--- src/cache_pkg.sv ---
`default_nettype none

package cache_pkg;

   // address split, most significant first: tag | line index | word offset
   localparam int addr_w     = 12;
   localparam int data_w     = 32;
   localparam int word_off_w = 2;
   localparam int line_idx_w = 4;
   localparam int tag_w      = addr_w - line_idx_w - word_off_w;

   typedef logic [addr_w-1:0]     word_addr_t;
   typedef logic [data_w-1:0]     data_t;
   // all zeros means read
   typedef logic [data_w/8-1:0]   wstrb_t;
   typedef logic [line_idx_w-1:0] line_idx_t;
   typedef logic [word_off_w-1:0] word_off_t;
   typedef logic [tag_w-1:0]      tag_t;

   // one back-end access, valid for a single cycle
   typedef struct packed {
      logic       valid;
      word_addr_t addr;
      data_t      wdata;
      wstrb_t     wstrb;
   } be_req_t;

   typedef enum logic [2:0] {
      idle,
      lookup,
      fill_req,
      fill_wait,
      write_req,
      write_wait,
      respond
   } ctrl_state_t;

endpackage

`default_nettype wire

--- src/cache_line_store.sv ---
`timescale 1ns/1ps
`default_nettype none

module cache_line_store
   import cache_pkg::*;
#(
   parameter int ADDR_W     = addr_w,
   parameter int DATA_W     = data_w,
   parameter int LINE_IDX_W = line_idx_w,
   parameter int WORD_OFF_W = word_off_w
) (
   input  logic                                    clk,
   input  logic                                    reset,

   input  logic [LINE_IDX_W-1:0]                   look_idx,
   input  logic [WORD_OFF_W-1:0]                   look_off,

   input  logic                                    wr_en,
   input  logic                                    wr_fill,
   input  logic [WORD_OFF_W-1:0]                   wr_off,
   input  data_t                                   wr_data,
   input  wstrb_t                                  wr_strb,
   input  logic [ADDR_W-LINE_IDX_W-WORD_OFF_W-1:0] wr_tag,
   input  logic                                    clear_all,

   output logic [ADDR_W-LINE_IDX_W-WORD_OFF_W-1:0] store_tag,
   output logic                                    store_valid,
   output data_t                                   store_word
);

   localparam int TAG_W  = ADDR_W - LINE_IDX_W - WORD_OFF_W;
   localparam int NLINES = 2 ** LINE_IDX_W;
   localparam int NWORDS = 2 ** WORD_OFF_W;
   localparam int NBYTES = DATA_W / 8;

   logic [NLINES-1:0] valid_q;
   logic [TAG_W-1:0]  tag_mem [NLINES];
   data_t             data_mem [NLINES][NWORDS];

   // line becomes valid only with its last fill word
   always_ff @(posedge clk) begin
      if (reset || clear_all) begin
         valid_q <= '0;
      end else if (wr_en && wr_fill) begin
         valid_q[look_idx] <= 1'b1;
      end
   end

   always_ff @(posedge clk) begin
      if (wr_en && wr_fill) begin
         tag_mem[look_idx] <= wr_tag;
      end
   end

   // byte lanes, full strobes on fill
   always_ff @(posedge clk) begin
      if (wr_en) begin
         for (int b = 0; b < NBYTES; b++) begin
            if (wr_strb[b]) begin
               data_mem[look_idx][wr_off][8*b +: 8] <= wr_data[8*b +: 8];
            end
         end
      end
   end

   assign store_tag   = tag_mem[look_idx];
   assign store_valid = valid_q[look_idx];
   assign store_word  = data_mem[look_idx][look_off];

endmodule

`default_nettype wire

--- config.mk ---
export PLATFORM = sky130hd
export DESIGN_NAME = cache_line_store
export DESIGN_NICKNAME = d
export VERILOG_FILES = /design/src/cache_pkg.sv /design/src/cache_line_store.sv
export SDC_FILE = /design/constraint.sdc
export NUM_CORES = 2
export LEC_CHECK = 0
export BUFFER_PORTS_ARGS = -buffer_cell sky130_fd_sc_hd__buf_2
export CAP_MARGIN = 20
export CORE_MARGIN = 2
export CORE_UTILIZATION = 45
export DETAILED_ROUTE_END_ITERATION = 10
export PLACE_DENSITY_LB_ADDON = 0.12
export SKIP_CTS_REPAIR_TIMING = 1
export SLEW_MARGIN = 20
export SYNTH_ARGS = -nofsm -noshare
export SYNTH_HDL_FRONTEND = slang
export SYNTH_SLANG_ARGS = --single-unit
--- constraint.sdc ---
create_clock -name clk -period 4.4 [get_ports clk]
set_input_delay 0.66 -clock clk [delete_from_list [all_inputs] [get_ports clk]]
set_output_delay 0.66 -clock clk [all_outputs]
set_load 0.05 [all_outputs]
* Word-level counts from Yosys, hierarchy flattened
Memories as Yosys holds them, arrays and structs flattened. Index checks and enable logic that the tools add are counted.
Storage, ports and cells: memory bits (writable) 2144, bits in latches 0, ROM bits 0, register bits after elaboration 16, output and inout port bits 39, memories 2, logic and storage cells 812
Cells by class: multiplexer cells 413, shift operators 0, divide/modulo/power cells 0, bitwise operators 387, reduce and logical (&&, ||, !) cells 4, order comparisons 5, multipliers 0, $add $sub $neg 0, eq/ne operators 0
Memories:
- data_mem | depth 16, width 128, read ports 1, clocked after memory_dff 0, wr ports 1, RTL line cache_line_store.sv:38 | data_t data_mem [NLINES][NWORDS];
- tag_mem | depth 16, width 6, read ports 1, clocked after memory_dff 0, wr ports 1, RTL line cache_line_store.sv:37 | logic [TAG_W-1:0] tag_mem [NLINES];
Operators by type and width (count):
- two-way mux 128 bit | 4
- two-way mux 1 bit | 396
- bitwise OR 1 bit | 384
- demux 32 bit (select 2 bit) | 4
- two-way mux 32 bit | 3
- binary-select mux 32 bit (select 2 bit) | 1
- two-way mux 24 bit | 1
- two-way mux 16 bit | 1
- bitwise OR 16 bit | 1
- two-way mux 8 bit | 1
- >= comparator 3 bit, second input constant | 2
- NOT 2 -> 3 bit | 2
- less-than comparator 4 x 5 -> 1 bit, second input constant | 1
- binary-select mux 1 bit (select 4 bit) | 1
- demux 1 bit (select 4 bit) | 1
- >= comparator 4 x 1 -> 1 bit, second input constant | 1
- logical AND 1 bit | 3
- less-than comparator 3 x 1 -> 1 bit, second input constant | 1
- logical OR 1 bit | 1

* Longest topological paths before layout
depth after elaboration 9, mapped depth 10, gate-level depth less buffers 5

* Worst setup path after synthesis
OpenSTA, ideal clock, no wires.
path type in2out, start point input port look_idx[0], end point output port store_word[15], stages on the path 8, required time 3.740 ns, arrival 3.598 ns, slack 0.142 ns, cells stage by stage buf_6 -> buf_4 -> nand3b_4 -> clkbuf_1 -> buf_2 -> o22ai_1 -> o31ai_1 -> a2111oi_1
Between the ends: word-level cells in the longest chain between the ends 4
Ends and longest elaborated chain:
- start: declaration | RTL line cache_line_store.sv:15 | input logic [LINE_IDX_W-1:0] look_idx,
- memory read (16 x 128 bit)
- binary-select mux 32 bit (select 2 bit) | RTL line cache_line_store.sv:68 | assign store_word = data_mem[look_idx][look_off];
- two-way mux 32 bit (not written as such) (2 in a row) | RTL line cache_line_store.sv:68
- end: declaration | RTL line cache_line_store.sv:28 | output data_t store_word
Every way passes these cells. The select of a mux whose other input is x is not followed.

* Final worst setup path
start point input port look_idx[1], end point output port store_word[23]
Same word-level chain as after synthesis.

==> flow_summary.toml <==
[timing]
post-route-min-period_ps = 4323
drv_slew = 0
finClkSkew_ps = 0
hold_viol = 0
setup_viol = 0
maxSlewHeadroom = 0.2808
fin_crit_sh = 0.9825
max_freq_mhz = 231.3
rsz0062_at_grt = "false"
holdWs_ps = 193.7
fin_ws_ps = 76.95
worst_pin_slew_ps = 1075

[clocking]
cts_buffers = 216
cts_root_buf = "clkbuf_16"
cts_max_level = 4
cts_tree = "done"
clock-sinks = 2160
clk_pin_slew_worst_paths_ps = 60
insertion_delay_ps = 830
ctsLongestPathBuffers = 3

[yosys]
synth.most_common_cell = "edfxtp_1"
synth_compound_area_frac = 0.04092
synth-edff-count = 2144
synthSimpleGateAreaFrac = 0.01769
yosys.area.top_type = "edfxtp_1"
synth_cells = 3928
synth-async-reset-ratio = 0
syn_area_um2 = 83660
synthTopCellsByCount = "2144 x edfxtp_1, 419 x mux4_2, 283 x mux2i_1"
synth_xor_area_frac = 0
synth_cell_type_count = 40
synth_mux_area_frac = 0.1506
yosys-top-cells-area = "edfxtp_1 77%, mux4_2 11%, mux2i_1 3.4%"
synthAdderAreaFrac = 0
synth_nets = 3983
synth_top_family_by_area = "multiplexers"
yosysSeqAreaShare = 0.7734
ys_ff_latch = 2160
yosys_warnings = 0
synthFlopType = "edfxtp_1"
syn_avg_cell_area_um2 = 21.30
netlist.area_leader.share = 0.7696

[place]
postPlaceCellArea_um2 = 89430
routabilityCongestion = 0.8235
post-dp-hpwl_um = 136500
port_buffers = 93
pre_cts_slack_ps = -96.13

[die]
start_util = 0.4521
ios = 94
dieWidth_um = 435.2
core-area_um2 = 185000
dieArea_um2 = 189400
die_h_um = 435.2
fp-row-count = 158

[worst_setup_path]
worst_setup_path_end_kind = "output pin"
crit_arrival_ps = 3660
cp.required_ps = 3740
path_class = "in2out"
critPathMaxFanout = 38
rrSetupSlack_ps = 3800
start_kind = "primary input"

[pwr]
p_int_w = 0.03370
swShare = 0.2186
pwr-share-clk = 0.413
power_frac_seq = 0.527
leakage_nw = 30.97
power_frac_comb = 0.060
ir_drop_v = 0.0003420
power_switching_w = 0.009431
p_total_w = 0.04314
power.density_nw_per_um2 = 447.9

[final_layout]
multiInputGateArea_um2 = 17640
nets = 4393
postLayoutCoreUtil = 0.5204
final_area_um2 = 96300
drive_above_1_share = 0.2754
seq_area_um2 = 64700
area_delta_synth_final_pct = 15.11
fillers = 14640

[grt]
grt_pass1_vias = 41530
busiest_layer = "met2"
grt_util_met2 = 0.3723
antenna_found_initial = 7
grt_max_degree = 65
grt_usage = 0.2290
grt-ovfl-total = 0
grt_use_met3 = 0.03401
grt_first_pass_wirelength_um = 310800
grt.met1_usage = 0.3250

[route]
drc = 0
first_pass_iters = 5
wl_um = 217000
wl_per_cell_um = 30.96
antenna_left = 0
first_iter_violations = 4178
num_vias = 41040
vias_per_cell = 5.854

[job]
maxCapViolCount = 0

[outcome]
status = "completed"

[worst_hold_path]
hold_class = "in2reg"
## critical path, cell delays in order
cell and delay, ps:
buf_8 340, buf_12 280, buf_12 300, mux2i_1 460, o22ai_1 380, a2111oi_4 540, a21oi_1 160, o211a_1 290
buf_12 160
## final cells by class
class,count,area share
multi-input cells,1516,0.1831
flip-flops and latches,2160,0.6719
well taps,2480,0.03222
diodes,5,0.0001299
repair buffers,444,0.04163
clock inverters,139,0.01273
clock buffers,266,0.05830
## placed cells by master, fill, tap and decap left out, types with 17 or more instances in the layout
master,synthesis,layout
a2111oi_2,20,19
a22oi_1,24,24
o211a_1,24,24
bufinv_16,0,17
mux2i_1,283,282
edfxtp_1,2144,2144
o21ai_0,27,27
a22o_1,40,40
mux4_2,419,419
clkinv_2,0,46
clkbuf_1,100,49
buf_12,2,63
a221o_1,21,21
a21oi_1,83,83
mux2_2,29,29
clkbuf_16,0,217
o22ai_1,48,48
buf_2,68,54
buf_4,51,324
clkinv_1,0,52
nor2_1,276,275
o221ai_1,80,80
## worst paths after layout
path | start | to | depth (start not counted)
setup / recovery | look_idx[1] | store_word[23] | 9
setup reg to reg | valid_q[1]$_SDFFE_PP0P_ | valid_q[1]$_SDFFE_PP0P_ | 1
hold / removal | wr_tag[4] | tag_mem[12][4]$_DFFE_PP_ | 1
hold reg to reg | valid_q[11]$_SDFFE_PP0P_ | valid_q[11]$_SDFFE_PP0P_ | 1
## power by group through the flow
stage | Combinational (W) | Clock, W | Sequential (W)
5_1_grt | 0.00271 | 0.0190 | 0.0227
4_1_cts | 0.00263 | 0.0181 | 0.0227
2_1_floorplan | 0.00131 | 0 | 0.0232
6_report | 0.00259 | 0.0178 | 0.0227
3_3_place_gp | 0.00261 | 0 | 0.0232
3_5_place_dp | 0.00262 | 0 | 0.0232
## state kept, by name, summed over array words and instances (netlist names)
signal and cells:
tag_mem 96, valid_q 16, data_mem 2048
## layer usage
metal,share of wire,wire (µm),up-vias
met5,0,0,-
li1,-,-,17350
met1,0.43,93720,22220
met4,0.024,5156,0
met3,0.052,11340,266
met2,0.49,106800,1205
## stage by stage
stage | TNS, ps | instances
floorplan | 0 | 3928
finish | 0 | 7010
detailed placement | -96.13 | 6600
global placement | -111.6 | 6599
global route | 0 | 7009
CTS | -111.6 | 7005
## logic make-up (layout without fill, tap and decap cells)
family | after synthesis | after routing
simple gates | 350 | 350
other cells | 0 | 5
compound gates | 435 | 435
flops | 2160 | 2160
mux | 731 | 731
buf+inv | 252 | 849
No activity file was read; power rests on OpenSTA's default activity.
