===== config.mk =====
export PLATFORM = sky130hd
export DESIGN_NAME = cache_controller
export DESIGN_NICKNAME = d
export VERILOG_FILES = /design/src/cache_pkg.sv /design/src/cache_controller.sv
export SDC_FILE = /design/constraint.sdc
export NUM_CORES = 1
export LEC_CHECK = 0
export ABC_AREA = 1
export BUFFER_PORTS_ARGS = -buffer_cell sky130_fd_sc_hd__buf_4
export CAP_MARGIN = 15
export CORE_AREA = 2 2 74 147
export CTS_BUF_LIST = sky130_fd_sc_hd__clkbuf_16
export CTS_CLUSTER_DIAMETER = 200
export DETAILED_ROUTE_END_ITERATION = 8
export DIE_AREA = 0 0 76 149
export PLACE_DENSITY = 0.75
export SLEW_MARGIN = 20
export SYNTH_ARGS = -nofsm -noshare
export SYNTH_HDL_FRONTEND = slang
export SYNTH_SLANG_ARGS = --single-unit

===== constraint.sdc =====
create_clock -name clk -period 3.6 [get_ports clk]
set_input_delay 0.54 -clock clk [delete_from_list [all_inputs] [get_ports clk]]
set_output_delay 0.54 -clock clk [all_outputs]
set_load 0.05 [all_outputs]

===== src/cache_pkg.sv =====
`default_nettype none

package cache_pkg;

   // address split, most significant first: tag | line index | word offset
   localparam int addr_w     = 12;
   localparam int data_w     = 32;
   localparam int word_off_w = 2;
   localparam int line_idx_w = 4;
   localparam int tag_w      = addr_w - line_idx_w - word_off_w;

   typedef logic [addr_w-1:0]     word_addr_t;
   typedef logic [data_w-1:0]     data_t;
   // all zeros means read
   typedef logic [data_w/8-1:0]   wstrb_t;
   typedef logic [line_idx_w-1:0] line_idx_t;
   typedef logic [word_off_w-1:0] word_off_t;
   typedef logic [tag_w-1:0]      tag_t;

   // one back-end access, valid for a single cycle
   typedef struct packed {
      logic       valid;
      word_addr_t addr;
      data_t      wdata;
      wstrb_t     wstrb;
   } be_req_t;

   typedef enum logic [2:0] {
      idle,
      lookup,
      fill_req,
      fill_wait,
      write_req,
      write_wait,
      respond
   } ctrl_state_t;

endpackage

`default_nettype wire


===== src/cache_controller.sv =====
`timescale 1ns/1ps
`default_nettype none

module cache_controller
   import cache_pkg::*;
#(
   parameter int ADDR_W     = addr_w,
   parameter int LINE_IDX_W = line_idx_w,
   parameter int WORD_OFF_W = word_off_w
) (
   input  logic                                    clk,
   input  logic                                    reset,

   // front end
   input  logic                                    req,
   input  word_addr_t                              addr,
   input  data_t                                   wdata,
   input  wstrb_t                                  wstrb,
   output data_t                                   rdata,
   output logic                                    ack,
   input  logic                                    invalidate,

   // line store
   input  logic [ADDR_W-LINE_IDX_W-WORD_OFF_W-1:0] store_tag,
   input  logic                                    store_valid,
   input  data_t                                   store_word,
   output logic [LINE_IDX_W-1:0]                   look_idx,
   output logic [WORD_OFF_W-1:0]                   look_off,
   output logic                                    wr_en,
   output logic                                    wr_fill,
   output logic [WORD_OFF_W-1:0]                   wr_off,
   output data_t                                   wr_data,
   output wstrb_t                                  wr_strb,
   output logic                                    clear_all,

   // back end
   output be_req_t                                 be_req,
   input  data_t                                   be_rdata,
   input  logic                                    be_ack
);

   localparam int TAG_W = ADDR_W - LINE_IDX_W - WORD_OFF_W;

   ctrl_state_t state;
   ctrl_state_t state_next;

   word_addr_t addr_q;
   data_t      wdata_q;
   wstrb_t     wstrb_q;
   data_t      rdata_q;

   logic [WORD_OFF_W-1:0] fill_cnt;

   logic [TAG_W-1:0]      req_tag;
   logic [LINE_IDX_W-1:0] req_idx;
   logic [WORD_OFF_W-1:0] req_off;
   logic                  is_write;
   logic                  hit;
   logic                  fill_last;
   logic                  fill_done;

   assign req_tag   = addr_q[ADDR_W-1 -: TAG_W];
   assign req_idx   = addr_q[WORD_OFF_W +: LINE_IDX_W];
   assign req_off   = addr_q[WORD_OFF_W-1:0];
   assign is_write  = |wstrb_q;
   assign hit       = store_valid && (store_tag == req_tag);
   assign fill_last = &fill_cnt;
   assign fill_done = (state == fill_wait) && be_ack;

   assign look_idx  = req_idx;
   assign look_off  = req_off;
   assign ack       = (state == respond);
   assign rdata     = rdata_q;
   // only taken while no request is in progress
   assign clear_all = (state == idle) && invalidate;

   always_comb begin
      state_next = state;
      case (state)
         idle: begin
            if (req) begin
               state_next = lookup;
            end
         end
         lookup: begin
            if (is_write) begin
               state_next = write_req;
            end else if (hit) begin
               state_next = respond;
            end else begin
               state_next = fill_req;
            end
         end
         fill_req:   state_next = fill_wait;
         fill_wait: begin
            if (be_ack) begin
               state_next = fill_last ? respond : fill_req;
            end
         end
         write_req:  state_next = write_wait;
         write_wait: begin
            if (be_ack) begin
               state_next = respond;
            end
         end
         respond:    state_next = idle;
         default:    state_next = idle;
      endcase
   end

   // write hit updates the line, fill words arrive one by one
   always_comb begin
      wr_en   = 1'b0;
      wr_fill = 1'b0;
      wr_off  = req_off;
      wr_data = wdata_q;
      wr_strb = wstrb_q;
      if (state == lookup && is_write && hit) begin
         wr_en = 1'b1;
      end else if (fill_done) begin
         wr_en   = 1'b1;
         wr_fill = fill_last;
         wr_off  = fill_cnt;
         wr_data = be_rdata;
         wr_strb = '1;
      end
   end

   always_comb begin
      be_req.valid = (state == fill_req) || (state == write_req);
      be_req.wdata = wdata_q;
      if (state == fill_req) begin
         be_req.addr  = {req_tag, req_idx, fill_cnt};
         be_req.wstrb = '0;
      end else begin
         be_req.addr  = addr_q;
         be_req.wstrb = wstrb_q;
      end
   end

   always_ff @(posedge clk) begin
      if (reset) begin
         state    <= idle;
         fill_cnt <= '0;
      end else begin
         state <= state_next;
         if (state == lookup) begin
            fill_cnt <= '0;
         end else if (fill_done) begin
            fill_cnt <= fill_cnt + 1'b1;
         end
      end
   end

   always_ff @(posedge clk) begin
      if (state == idle && req) begin
         addr_q  <= addr;
         wdata_q <= wdata;
         wstrb_q <= wstrb;
      end
      if (state == lookup && !is_write && hit) begin
         rdata_q <= store_word;
      end else if (fill_done && fill_cnt == req_off) begin
         // requested word passes by during the fill
         rdata_q <= be_rdata;
      end
   end

endmodule

`default_nettype wire


# Word level (Yosys, flattened, before mapping)
# Cells that the tools add are included.
op_classes:
  muxes: 21
  n_eq_ne: 11
  add_sub_neg: 1
  reduce_logical: 17
ops:
  columns: ["op", "count"]
  rows:
  - ["32-bit 2-to-1 mux", 4]
  - ["3-bit 2-to-1 mux", 6]
  - ["3-bit case mux with 6 select lines", 1]
  - ["4-bit 2-to-1 mux", 3]
  - ["3-bit equality test, second input constant", 3]
  - ["1-bit logical AND", 9]
  - ["3-bit by 2-bit equality test with 1-bit output, second input constant", 2]
  - ["6-bit equality test", 1]
  - ["2-bit 2-to-1 mux", 3]
  - ["2-bit inequality test, second input constant", 3]
  - ["1-bit 2-to-1 mux", 4]
  - ["4-bit OR reduction", 1]
  - ["3-bit by 1-bit equality test with 1-bit output, second input constant", 1]
  - ["3-bit zero test", 1]
  - ["3-bit AND reduction", 1]
  - ["2-bit by 1-bit adder with 2-bit output, second input constant", 1]
  - ["2-bit equality test", 1]
  - ["2-bit AND reduction", 1]
  - ["2-bit nonzero test", 1]
  - ["2-bit OR reduction", 1]
  - ["1-bit zero test", 1]
  - ["1-bit logical OR", 1]
word_totals:
  inputBits: 124
  ff_bits: 85
  output_inout_bits: 129
  elab_cells: 56

# Longest topological paths before layout
# Gate-level depths: netlist (run 1).
logic_depth:
  word_depth: 5
  mapped_depth: 11
  depth_no_buf: 10

# Least setup slack after synthesis (run 1)
# Ideal clock, no wire load.
synth_timing:
  kind: "register to register"
  startpoint: "reg state[1]"
  endpoint: "reg rdata_q[0] (netlist: rdata[0]), enable pin"
  setup_ns: 0.472
  required_ns: 3.128
  n_path_buf: 1
  arrival_time_ns: 3.432
  slack_ns: -0.303
  path_stages_with_launch: 6
  period_less_slack_ns: 3.903
  path_cell_list: "dfxtp_1 inv_2 nor3_1 nand2_1 buf_2 o32ai_1"
synth_between:
  elab_chain_cells: 4
  elab_cells_between_ends: 7
  classes_between: "eq/ne (2); reduce/logical (5)"
synth_rtl:
  columns: ["element", "line", "text"]
  rows:
  - ["start: declaration", "cache_controller.sv:44", "ctrl_state_t state;"]
  - ["start signal: assignment", "cache_controller.sv:143", "state <= idle;"]
  - ["start signal: assignment", "cache_controller.sv:146", "state <= state_next;"]
  - ["3-bit by 1-bit equality test with 1-bit output or 3-bit by 2-bit equality test with 1-bit output (tied branches)", "cache_controller.sv:161, cache_controller.sv:68", null]
  - ["1-bit logical AND, on equally long branches", "cache_controller.sv:161, cache_controller.sv:68", null]
  - ["1-bit logical AND, on equally long branches", "cache_controller.sv:161, cache_controller.sv:163", null]
  - ["2-bit nonzero test (no source line) *", null, null]
  - ["end signal: assignment", "cache_controller.sv:162", "rdata_q <= store_word;"]
  - ["end signal: assignment", "cache_controller.sv:165", "rdata_q <= be_rdata;"]
  - ["end: declaration", "cache_controller.sv:50", "data_t rdata_q;"]
# Every way passes the cells marked *; elsewhere a longest branch is shown, timed or not.
# A chain may end at the register's enable or synchronous reset.

# Final worst setup path (run 1)
layout_timing:
  startpoint: "reg state[1]"
  endpoint: "out wr_data[18]"
layout_between:
  elab_chain_cells: 4
  elab_cells_between_ends: 7
  classes_between: "eq/ne (2); mux (2); reduce/logical (3)"
layout_rtl:
  columns: ["element", "line", "text"]
  rows:
  - ["3-bit by 2-bit equality test with 1-bit output or 3-bit by 1-bit equality test with 1-bit output (tied branches)", "cache_controller.sv:68, cache_controller.sv:118", null]
  - ["1-bit logical AND, on equally long branches", "cache_controller.sv:68, cache_controller.sv:118", null]
  - ["32-bit 2-to-1 mux or 1-bit logical AND (tied branches)", "cache_controller.sv:120, cache_controller.sv:118", null]
  - ["32-bit 2-to-1 mux *", "cache_controller.sv:118", "if (state == lookup && is_write && hit) begin"]
  - ["end: declaration", "cache_controller.sv:32", "output data_t wr_data,"]
# Marks and branches as above.

==> reports/results.txt, run 1 <==
In this run the worst setup path terminates at wr_data[18]. For this design the ratio of total power to cell area is 482 nW/µm². The tools report the total met3 wirelength after detailed routing as 1.50 mm. By count the netlist is led by nand2_1 (106), edfxtp_1 (80), inv_1 (61). The startpoint identified for the worst register-to-register timing path is state[1]$_SDFFE_PP0P_. Routed signal wires occupy layers up through met4.

The fraction of power consumed by the clock network is 0.301, and the routed length per placed instance is 15.7 µm. The part of the power in combinational logic is 0.288. Global routing finished with a remaining overflow of 0. Each instance of the synthesized netlist takes up on average 10.1 µm².

Walking the worst path, the cells encountered are inv_2 > nor3_1 > nand2_2 > buf_4 > o21ai_0 > buf_4. The number of antenna violations at the first check in global routing is 0. The run gives 12.0 mm as the final wirelength.

Fraction of power consumed by sequential logic: 0.411. Share of the cycle needed by the critical path after routing: 0.841. For the pin with the worst max-slew slack, the measured transition is 0.827 ns.

For the worst flop-to-flop path, the logic depth is 5. The share of final-layout standard cells stronger than drive strength 1 came out at 0.444. The routed layout has 3,550 vias. The number of nets in the finished design came out at 751. On the critical path, the stage with the largest delay is an instance of nand2_2. The fraction of power spent switching nets is 0.333.

Combined buffer and inverter count along the critical path: 3. The net switching power figure was 978 µW; the last weighted congestion value of the routability-driven placer was 0.774. The Yosys step of the flow raised 0 warnings. STA classifies the critical path startpoint as a register.

After synthesis, the cell types taking the most area are edfxtp_1 (63%), nand2_1 (10%), inv_1 (6.0%), o21ai_0 (4.9%), o21ai_1 (4.5%). The worst vdd rail ir drop came out at 0.306 mV. The start point of the critical path was state[1]$_SDFFE_PP0P_. Subtracting the final worst setup slack from the clock period gives 3.03 ns.

Number of remaining DRC errors: 0. The run gives 0.447 as the relative max-transition margin. The run gives 4.23 mm as the routed length on met1. Clock latency on the worst-skew pair, taken at its later pin, is 0.33 ns. After routing, the total negative slack on setup checks comes to 0 ns. Number of unique standard cell types used by synthesis: 24.

For the area after detailed placement, the log shows 5810 µm². Measured along the x axis, the die boundary spans 76 µm. Counting stages on the worst path, the most repeated cell is buf_4. The critical path depth in cells was 6.

The floorplan step defined a die boundary enclosing 11,300 µm². In the post-synthesis netlist, the cell with the most instances is nand2_1. The setup path with the least slack is of type reg -> out. The worst min-delay path class is in -> reg. The family with the most delay on the worst path is simple AND/OR/NAND/NOR gates. The mean number of vias per cell was 4.62; the number of gates resized after CTS was 0.

The routed design uses 6.12 mm of met2 wire. For the H-tree depth, the log shows 3. The post-DP HPWL was 9.59 mm; the initial standard-cell utilization of the core was 0.371. Pin placement for this block handled 253 I/O pins. From synthesis to final layout, the design area changed by 59.9%. Final hold analysis gives a worst-case slack of 0.366 ns. The worst register-to-register path ends at rdata[14]$_DFFE_PP_. The number of optimization iterations in the first detailed-route pass was 6; the post-CTS setup buffer count was 0. The endpoint kind of the worst setup timing path is a primary output. In this run, the number of DRC markers left after iteration 0 of detailed routing was 149. The net count of the mapped netlist is 502, and the placeable core region is 10,300 µm². CTS saw 85 sinks. Entering global routing, the biggest net connects 48 pins.

In this run the tool buffered the top-level ports with 252 buffer cells. The worst reg-to-reg setup slack was 1.14 ns. The worst hold path was traced through 2 stages. The most used flip-flop cell after synthesis was edfxtp_1.

Top cell type by total area after synthesis: edfxtp_1. The worst setup skew after layout was 0.00936 ns. The count of final max-slew check failures came out at 0. The final-layout fill cell count is 878. The first global-routing pass estimated 18.2 mm of wire. The sequential-to-total area share from yosys stat is 0.656, and the number of synthesized flops with an enable pin is 80. Row generation in the floorplan step produced 53 rows.

For this design, the CTS-stage hold fixing added 0 buffers. The final number of setup-violating endpoints was 0; the antenna diode count was 0. The number of global-route vias before repair was 3,580. The combined global-route utilization of all metal layers was 0.212; the die outline height was 149 µm.

Across the run, the number of max-cap violations was 0. STA puts the critical path data required time at 3.06 ns. The run finished with clean final reports.

Setup repair after global routing left no endpoint under its margin. The logs give 1960 µW for the internal power and 0 for the final-report hold violation count. The tools report the signal arrival time at the worst endpoint as 2.49 ns.

The maximum operating frequency is 0.330 GHz, and the maximum cell stage delay along the critical path is 0.54 ns. The share of synthesized flip-flops with an asynchronous set or reset is 0, and the number of nets with antenna violations after detailed routing is 0. The mapped netlist covers 3810 µm². The clock passes through at most 2 buffers.

Synthesis produced a netlist whose cell count is 377. TritonCTS built the clock tree. The share of the synthesized area in the top cell type was 0.630. The clock slew at the register clock pins of the worst setup and hold paths was 0.06 ns.

The tools report the static power due to leakage as 0.00294 µW. The core occupancy in the finished layout came out at 0.593. Cell at the root of the clock tree: clkbuf_16. In this run, synthesis produced a sequential element count of 85. Buffers inserted during clock tree synthesis total 9.

The post-route cell area is 6100 µm², and the highest net fanout along the worst path is 47.
==> worst min-delay path by stage <==
| stage | startpoint | end | slack, ns |
|---|---|---|---|
| global route | reset | state[0]$_SDFFE_PP0P_ | 0.36 |
| floorplan | state[1]$_SDFFE_PP0P_ | state[1]$_SDFFE_PP0P_ | 0.47 |
| global placement | state[1]$_SDFFE_PP0P_ | state[1]$_SDFFE_PP0P_ | 0.49 |
| detailed placement | fill_cnt[0]$_SDFFE_PP0P_ | fill_cnt[0]$_SDFFE_PP0P_ | 0.50 |
| finish | reset | state[0]$_SDFFE_PP0P_ | 0.37 |
| CTS | reset | state[0]$_SDFFE_PP0P_ | 0.35 |
==> cells by family (layout without fill, tap and decap cells) <==
group                    Yosys count  count (layout)  synth area share
AND/OR/NAND/NOR                  130             130             0.138
buffers and inverters             82             336            0.0958
flip-flops                        85              85             0.656
AO/OA/AOI/OAI                     78              78             0.104
XOR/XNOR                           1               1           0.00230
adder cells (fa/ha/maj)            1               1           0.00328
==> stage by stage <==
step / power, µW / std cells / setup slack, ns
2_1_floorplan: 1750 / 377 / 0.495
3_3_place_gp: 2070 / 752 / 0.996
3_5_place_dp: 2080 / 752 / 0.912
4_1_cts: 2970 / 768 / 0.536
5_1_grt: 3050 / 768 / 0.290
6_report: 2940 / 768 / 0.571
==> layer usage <==
metal	up-vias	track usage
li1	1732	-
met1	1561	0.217
met2	248	0.383
met3	9	0.0932
met4	0	0.0682
met5	-	0
==> sequential cells by signal, summed over array words and instances (netlist names) <==
name	cells
fill_cnt	2
wdata_q	32
wstrb_q	4
addr_q	12
state	3
rdata	32
==> cell usage in the layout, fill, tap and decap left out, types with 2 or more instances in the layout <==
cell type and count:
buf_4 256, nand2_1 105, edfxtp_1 80, inv_1 64, o21ai_0 37, o21ai_1 34, nor2_1 10, clkbuf_16 9
nand3_1 5, a21oi_1 5, dfxtp_1 5, inv_2 3, nand2_2 3, nor2_2 2, clkinvlp_4 2
==> worst reg2reg max path: stages (launching register included) <==
cell and delay (ns):
dfxtp_1 0.37, inv_2 0.06, nor3_1 0.28, nand2_2 0.54, o32ai_4 0.41, buf_4 0.44
==> layout make-up <==
type                            count  area [µm²]  area share
Clock buffer                        9         225      0.0369
Tap cell                          137         171      0.0281
Inverter                           64         240      0.0394
Multi-Input combinational cell    210         973       0.160
Clock inverter                      7        61.3      0.0101
Sequential cell                    85        2500       0.411
Timing Repair Buffer              256        1920       0.315
==> power by group through the flow <==
stage               clock, µW  sequential (µW)  combinational, µW
detailed placement          0             1230                850
global placement            0             1230                843
CTS                       911             1210                851
finish                    884             1210                847
global route              946             1210                888
floorplan                   0             1400                355
(Power assumes the default switching activity.)
==> run 2: changes to the inputs <==
Settings changed: ABC_AREA 1 to 0, CORE_AREA 2 2 74 147 to 2 2 72 143, DIE_AREA 0 0 76 149 to 0 0 74 145, PLACE_DENSITY 0.75 to 0.79.
Clock period 3.6 ns to 2.8 ns, I/O delays scaled along.
==> run 2 against run 1 <==
  * Clock power increased by 19%
  * Via count fell by 16%
  * Worst setup slack worse by 0.47 ns
  * Final cell count decreased by 20%
  * Power increased by 22%
  * Synthesized cell count decreased by 40%
  * Highest routed layer unchanged
==> reports/results.txt, run 2 <==
The number of nets with antenna violations after detailed routing came out at 0 (unchanged). The data required time of the worst path was 2.38 ns (-0.68 ns). The sequential-to-total area share from yosys stat is 0.611 (-0.0449). The tools report the number of remaining DRC errors as 0 (unchanged).

In the layout the commonest cells are buf_4 (256), edfxtp_1 (80), mux2_4 (63). The highest net fanout along the worst path works out to 32 (-32%). The share of the synthesized area in the top cell type is 0.587 (-0.0432). The run gives 2,970 (-16%) as the via total after detailed routing.

The number of optimization iterations in the first detailed-route pass is 4 (-2), and the count of max-cap constraint violations is 0 (unchanged). The actual transition at the worst max-transition pin is 0.517 ns (-0.310 ns), and the combined global-route utilization of all metal layers is 0.205 (-0.00704). The tools report the number of unique standard cell types used by synthesis as 37 (+54%). The run gives 9640 µm² (-6.3%) as the placeable core region. The tools report the worst vdd rail ir drop as 0.454 mV (+48%). Number of sinks on the clock net: 85 (unchanged).

Share of synthesized flip-flops with an asynchronous set or reset: 0 (unchanged). The final setup slack of the worst path came out at 0.0985 ns (-0.472 ns). Setup repair after global routing left no endpoint under its margin.

The port buffer count is 252 (unchanged), and the area after detailed placement is 6040 µm² (+3.9%). The flow ran to the end, and the final reports show no timing, DRC or antenna violations. The number of placed instances, taps included was 602 (-20%). The post-cts hold buffer count is 0 (unchanged), and the final-report hold violation count is 0 (unchanged). Clock buffer count from CTS: 9 (unchanged). The clock slew at the register clock pins of the worst setup and hold paths works out to 0.06 ns (about the same). The run gives 0 (unchanged) as the antenna diode count. The run gives 606 (-19%) as the number of nets in the finished design.

The area growth from synthesis to layout works out to 53.9%. The launching element type of the critical path was a register. Based on the critical path, the design can be clocked at up to 0.370 GHz. The area enclosed by the die boundary is 10,700 µm² (-5.2%). Post-DP HPWL: 9.05 mm (-5.7%). Most used flip-flop cell after synthesis: edfxtp_1. The sum of negative setup slack is 0 ns (unchanged), and the final number of setup-violating endpoints is 0 (unchanged). The worst-case setup slack after placement came out at 0.406 ns (-0.507 ns).

The last weighted congestion value of the routability-driven placer was 0.831 (+7.3%). The number of antenna violations at the first check in global routing is 0 (unchanged). The routed length per placed instance was 18.1 µm (+16%); the share of the cycle needed by the critical path after routing was 0.965. The tree is rooted in a clkbuf_16.

Count of synthesis-stage warnings from yosys: 0 (unchanged). TritonCTS built the clock tree. The most used standard cell by instance count after synthesis is edfxtp_1. The H-tree depth was 3 (unchanged); the initial standard-cell utilization of the core was 0.425 (+0.0538).

The starting DRC count in detailed routing is 132 (-11%). The worst setup skew after layout is 0.00818 ns (-0.00117 ns). Mean cell area of the mapped netlist: 18.0 µm² (+78%). The share of final-layout standard cells stronger than drive strength 1 is 0.712 (+0.268), and the count of final max-slew check failures is 0 (unchanged). The post-CTS setup buffer count came out at 0 (unchanged). Synthesized cell area: 4090 µm² (+7.4%). STA classifies the critical path endpoint as a primary output.

The critical path is of the reg -> out type. The number of gates resized after CTS came out at 0 (unchanged). For the residual overflow from global routing, the log shows 0 (unchanged). The top cell type by total area after synthesis is edfxtp_1. The mean number of vias per cell is 4.81 (+4.0%). The net count of the mapped netlist came out at 353 (-30%). The logs give 228 (-40%) for the synthesized instance count and 0.46 ns (-0.68 ns) for the worst reg-to-reg setup slack. In the synthesized netlist, the cells that appear most often are edfxtp_1 (80), mux2_4 (63), xor2_1 (9).

The overall die width was 74 µm (-2.6%). The boundary pin count is 253 (unchanged), and the maximum root-to-sink buffer count is 2 (unchanged). The non-filler instance count after layout came out at 618 (-20%). The die outline height works out to 145 µm (-2.7%). The logs give 11.2 mm (-6.8%) for the final wirelength and 2.28 ns (-0.21 ns) for the signal arrival time at the worst endpoint. Most common cell after layout, fill and taps aside: buf_4.

The worst hold path belongs to the class in -> reg. Number of placement rows: 51 (-3.8%). The number of synthesized flops with an enable pin came out at 80 (unchanged). Post-route cell area: 6300 µm² (+3.3%). The relative max-transition margin is 0.652 (+0.205). The maximum number of pins on one net before global-route repair is 36 (-25%). The tools report the clock latency of the later-clocked register in the worst-skew pair as 0.33 ns (about the same). The total power divided by cell area came out at 567 nW/µm² (+18%). By area the synthesized netlist is led by edfxtp_1 (59%), mux2_4 (23%), dfxtp_1 (2.4%), buf_6 (2.2%), xor2_1 (1.9%). The tools report the number of global-route vias before repair as 3,002 (-16%). The smallest clock period supported by the final layout is computed as 2.70 ns.

The run gives 16.1 mm (-11%) as the wire length of the first global-routing pass. The register bit total from synthesis works out to 85 (unchanged). Static power due to leakage: 0.00288 µW (-1.8%).
## run 2: cell count changes after synthesis, moves of 7 or more
cell,previous run,this run
o21ai_1,34,0
mux2_4,0,63
inv_1,61,2
o21ai_0,37,3
xor2_1,0,9
nor2_1,11,4
nand2_1,106,2
## run 2: layer usage
metal	vias to the layer above	share of wire	global-route usage
met4	0	0.031	0.0891
met5	-	0	0
met3	24	0.061	0.0417
met1	1428	0.33	0.212
met2	151	0.57	0.376
li1	1367	-	-
## run 2: power by group
part | switching [µW] | total [µW] | internal, µW | leakage (µW)
Combinational | 611 | 994 | 383 | 0.00196
Clock | 459 | 1050 | 588 | 0.000135
Sequential | 52.1 | 1530 | 1480 | 0.000786
## run 2: worst paths after layout
check,start,endpoint,cells past startpoint
worst max-delay path,state[0]$_SDFFE_PP0P_,wr_data[26],5
worst min-delay path,wdata[25],wdata_q[25]$_DFFE_PP_,1
worst max register to register,state[0]$_SDFFE_PP0P_,rdata[25]$_DFFE_PP_,5
worst min register to register,fill_cnt[1]$_SDFFE_PP0P_,fill_cnt[1]$_SDFFE_PP0P_,2
## run 2: layout make-up
| cell class | count | area [µm²] |
|---|---|---|
| Fill cell | 740 | 3340 |
| Sequential cell | 85 | 2500 |
| Timing Repair Buffer | 258 | 1960 |
| Multi-Input combinational cell | 125 | 1400 |
| Clock buffer | 9 | 225 |
| Tap cell | 132 | 165 |
| Clock inverter | 7 | 36.3 |
| Inverter | 2 | 7.51 |
## run 2: worst max-delay path, stage by stage, from the launching register on
cell and delay [ns]:
dfxtp_1 0.56, nand2_1 0.16, or2_2 0.45, buf_12 0.25, mux2_4 0.33, buf_4 0.19
## run 2: metrics by stage
stage	power (µW)	hold slack, ns	util
6_report	3570	0.265	0.654
5_1_grt	3690	0.252	0.654
2_1_floorplan	2190	0.492	-
4_1_cts	3600	0.256	0.654
3_5_place_dp	2560	0.599	0.627
3_3_place_gp	2550	0.586	0.627
## run 2: cells by family (layout without fill, tap and decap cells)
kind of cell | count (synthesis) | count (layout) | synth area share
buffers and inverters | 18 | 276 | 0.0468
xor gates and xnor gates | 9 | 9 | 0.0193
adders and majority gates | 1 | 1 | 0.00306
and+or+nand+nor | 34 | 34 | 0.0529
DFF | 85 | 85 | 0.611
AOI/OAI and AO/OA | 11 | 11 | 0.0168
muxes | 70 | 70 | 0.250
==> run 3: changes to the inputs <==
Settings changed: ABC_AREA 0 to 1, CORE_AREA 2 2 72 143 to 2 2 71 140, DIE_AREA 0 0 74 145 to 0 0 73 142.
Clock period 2.8 ns to 2.5 ns, I/O delays scaled along.
==> run 3 against run 2 <==
  * Register-to-register slack better by 0.06 ns
  * Clock skew down 0.0010 ns
  * Sequential share of layout area up 0.74 points
  * First-iteration DRC count is 92% higher
  * Via count grew 22%
  * Critical path depth rose by 1
  * Utilization up 0.97 points
  * Combinational power grew 24%
  * Clock power rose by 50%
  * Worst setup slack better by 0.15 ns
  * Non-clock buffer count grew 1
==> reports/results.txt, run 3 (synthesis results as in run 1) <==
The port buffer count was 252 (unchanged); the residual overflow from global routing was 0 (unchanged). For the boundary pin count, the log shows 253 (unchanged). The tree is rooted in a clkbuf_16. TritonCTS built the clock tree.

The run finished with clean final reports. The footprint of the multi-input gates was 973 µm² (-31%). The overall power of the completed layout came out at 4540 µW (+27%).

The post-cts hold buffer count is 0 (unchanged). The share of the cycle needed by the critical path after routing came out at 0.900. Final number of setup-violating endpoints: 0 (unchanged).

The part of the power in combinational logic is 0.272 (-0.006). met2 is the most crowded layer. The signal arrival time at the worst endpoint is 1.88 ns (-0.40 ns). For the number of remaining DRC errors, the log shows 0 (unchanged).

The maximum cell stage delay along the critical path is 0.37 ns (-0.19 ns). The number of optimization iterations in the first detailed-route pass is 4 (unchanged), and the clock buffer count from CTS is 9 (unchanged). The worst min-delay path class is in -> reg. Based on the critical path, the design can be clocked at up to 0.444 GHz.

The routed length per placed instance is 15.6 µm (-14%), and the fraction of power consumed by the clock network is 0.346 (+0.053). STA classifies the critical path startpoint as a register. The final-layout fill cell count was 730 (-1.4%); the count of max-cap constraint violations was 0 (unchanged). The tools report the maximum root-to-sink buffer count as 2 (unchanged). The logs give 0.382 (-0.047) for the fraction of power consumed by sequential logic and 3 (unchanged) for the H-tree depth. The run gives 0.721 (+0.0683) as the relative max-transition margin. The non-filler instance count after layout is 738 (+19%), and the final period demand of the worst path is 2.25 ns.

The area growth from synthesis to layout was 62.2%; the via total after detailed routing was 3,609 (+22%). The overall die width was 73 µm (-1.4%); the static power due to leakage was 0.00300 µW (+4.1%). For the data required time of the worst path, the log shows 2.12 ns (-0.26 ns). The actual transition at the worst max-transition pin is 0.415 ns (-0.102 ns). Family with the most delay on the worst path: buffers and inverters. The die outline height was 142 µm (-2.1%); the number of global-route vias before repair was 3,659 (+22%). The worst setup skew after layout was 0.00717 ns (-0.00101 ns). Setup repair after global routing left no endpoint under its margin.

The worst vdd rail ir drop was 0.525 mV (+16%). The worst setup path is captured at a primary output. The final wirelength is 11.5 mm (+2.6%). The fraction of power spent switching nets works out to 0.308 (-0.00593). The post-DP HPWL was 9.06 mm (+0.14%); the number of placement rows was 50 (-2.0%). Cell at the slowest stage of the critical path: dfxtp_1. The maximum number of pins on one net before global-route repair is 63 (+75%), and the area enclosed by the die boundary is 10,400 µm² (-3.4%). The tools report the number of nets in the finished design as 754 (+24%). Final-report hold violation count: 0 (unchanged). The mean number of vias per cell was 4.89 (+1.8%); the starting DRC count in detailed routing was 253 (+92%). The critical path goes through inv_2 > nor3_1 > nand2_2 > buf_12 > o21ai_0 > buf_4. The total power divided by cell area came out at 733 nW/µm² (+29%). The last weighted congestion value of the routability-driven placer is 0.835 (+0.57%), and the antenna diode count is 0 (unchanged).

The logs give 0.230 (+0.0180) for the routing usage on met1 and 0.33 ns (about the same) for the clock latency of the later-clocked register in the worst-skew pair. Wire length of the first global-routing pass: 17.6 mm (+9.3%). For the number of antenna violations at the first check in global routing, the log shows 0 (unchanged). Leaving out fill and tap cells, the most frequent cell in the layout is buf_4. The placeable core region came out at 9320 µm² (-3.3%).

The number of gates resized after CTS was 0 (unchanged); the sum of negative setup slack was 0 ns (unchanged). The setup path with the least slack is of type reg -> out. The combined global-route utilization of all metal layers is 0.223 (+0.0187). The clock slew at the register clock pins of the worst setup and hold paths works out to 0.06 ns (about the same). The number of nets with antenna violations after detailed routing came out at 0 (unchanged). The top cell types in the final layout, fill and taps aside, are buf_4 (256), nand2_1 (105), edfxtp_1 (80).

The highest net fanout along the worst path was 62 (+94%). The count of final max-slew check failures was 0 (unchanged); the initial standard-cell utilization of the core was 0.409 (-0.0158). The share of final-layout standard cells stronger than drive strength 1 is 0.446 (-0.266). For the number of sinks on the clock net, the log shows 85 (unchanged). The register area is 2500 µm² (unchanged), and the internal power is 3140 µW (+28%).

The number of placed instances, taps included came out at 721 (+20%). The logs give 0.0588 (+0.0171) for the met3 track demand over resource and 0.404 (+0.0276) for the met2 global-route usage. The combined buffer and inverter count along the critical path is 3 (+1), and the net switching power figure is 1400 µW (+25%).
==> run 3: cell types whose count changed in the layout (fill, tap and decap cells not counted), sizes merged, moves of 3 or more <==
cell    change
o21ai      +68
nand2b      -5
inv        +62
mux2       -68
nor2        +9
bufinv      +4
xor2        -9
nor4        -3
nand3       +4
nor3        -3
nand2     +106
nor2b       -3
==> run 3: power groups by stage <==
stage / sequential [µW] / clock, µW / combinational (µW)
6_report: 1730 / 1570 / 1230
4_1_cts: 1730 / 1610 / 1240
3_3_place_gp: 1750 / 0 / 1220
3_5_place_dp: 1760 / 0 / 1240
5_1_grt: 1740 / 1650 / 1300
2_1_floorplan: 2010 / 0 / 514
==> run 3: cell type report <==
cell class	count	area share
clock inverter	7	0.0212
tap	104	0.0210
multi-input combinational	210	0.157
sequential	85	0.405
inverter	64	0.0388
timing repair buffer	259	0.320
clock buffer	9	0.0364
==> run 3: path summary, 6_finish.rpt <==
path	start	to	slack, ns	depth (start not counted)
max	state[0]$_SDFFE_PP0P_	wr_data[0]	0.25	6
min	addr[5]	addr_q[5]$_DFFE_PP_	0.22	1
max reg2reg	state[2]$_SDFFE_PP0P_	rdata[16]$_DFFE_PP_	0.52	9
min reg2reg	fill_cnt[0]$_SDFFE_PP0P_	fill_cnt[0]$_SDFFE_PP0P_	0.51	2
==> run 3: per-layer routing <==
layer | up-vias | wire [µm]
met5 | - | 0
met4 | 0 | 371
met3 | 28 | 908
met2 | 190 | 6270
met1 | 1648 | 3960
li1 | 1743 | -
==> run 3: timing repair <==
action                                 CTS  global route
endpoints found under the hold margin    0             0
setup buffers                            0             1
setup endpoints to repair                0            28
==> run 3: per-stage QoR <==
| stage | setup slack (ns) | hold WS (ns) | util | area, µm² |
|---|---|---|---|---|
| 6_report | 0.250 | 0.217 | 0.663 | 6180 |
| 5_1_grt | 0.111 | 0.204 | 0.663 | 6180 |
| 4_1_cts | 0.0627 | 0.204 | 0.663 | 6180 |
| 3_5_place_dp | 0.399 | 0.500 | 0.624 | 5820 |
| 3_3_place_gp | 0.458 | 0.490 | 0.624 | 5820 |
| 2_1_floorplan | 0.0928 | 0.444 | - | 3830 |
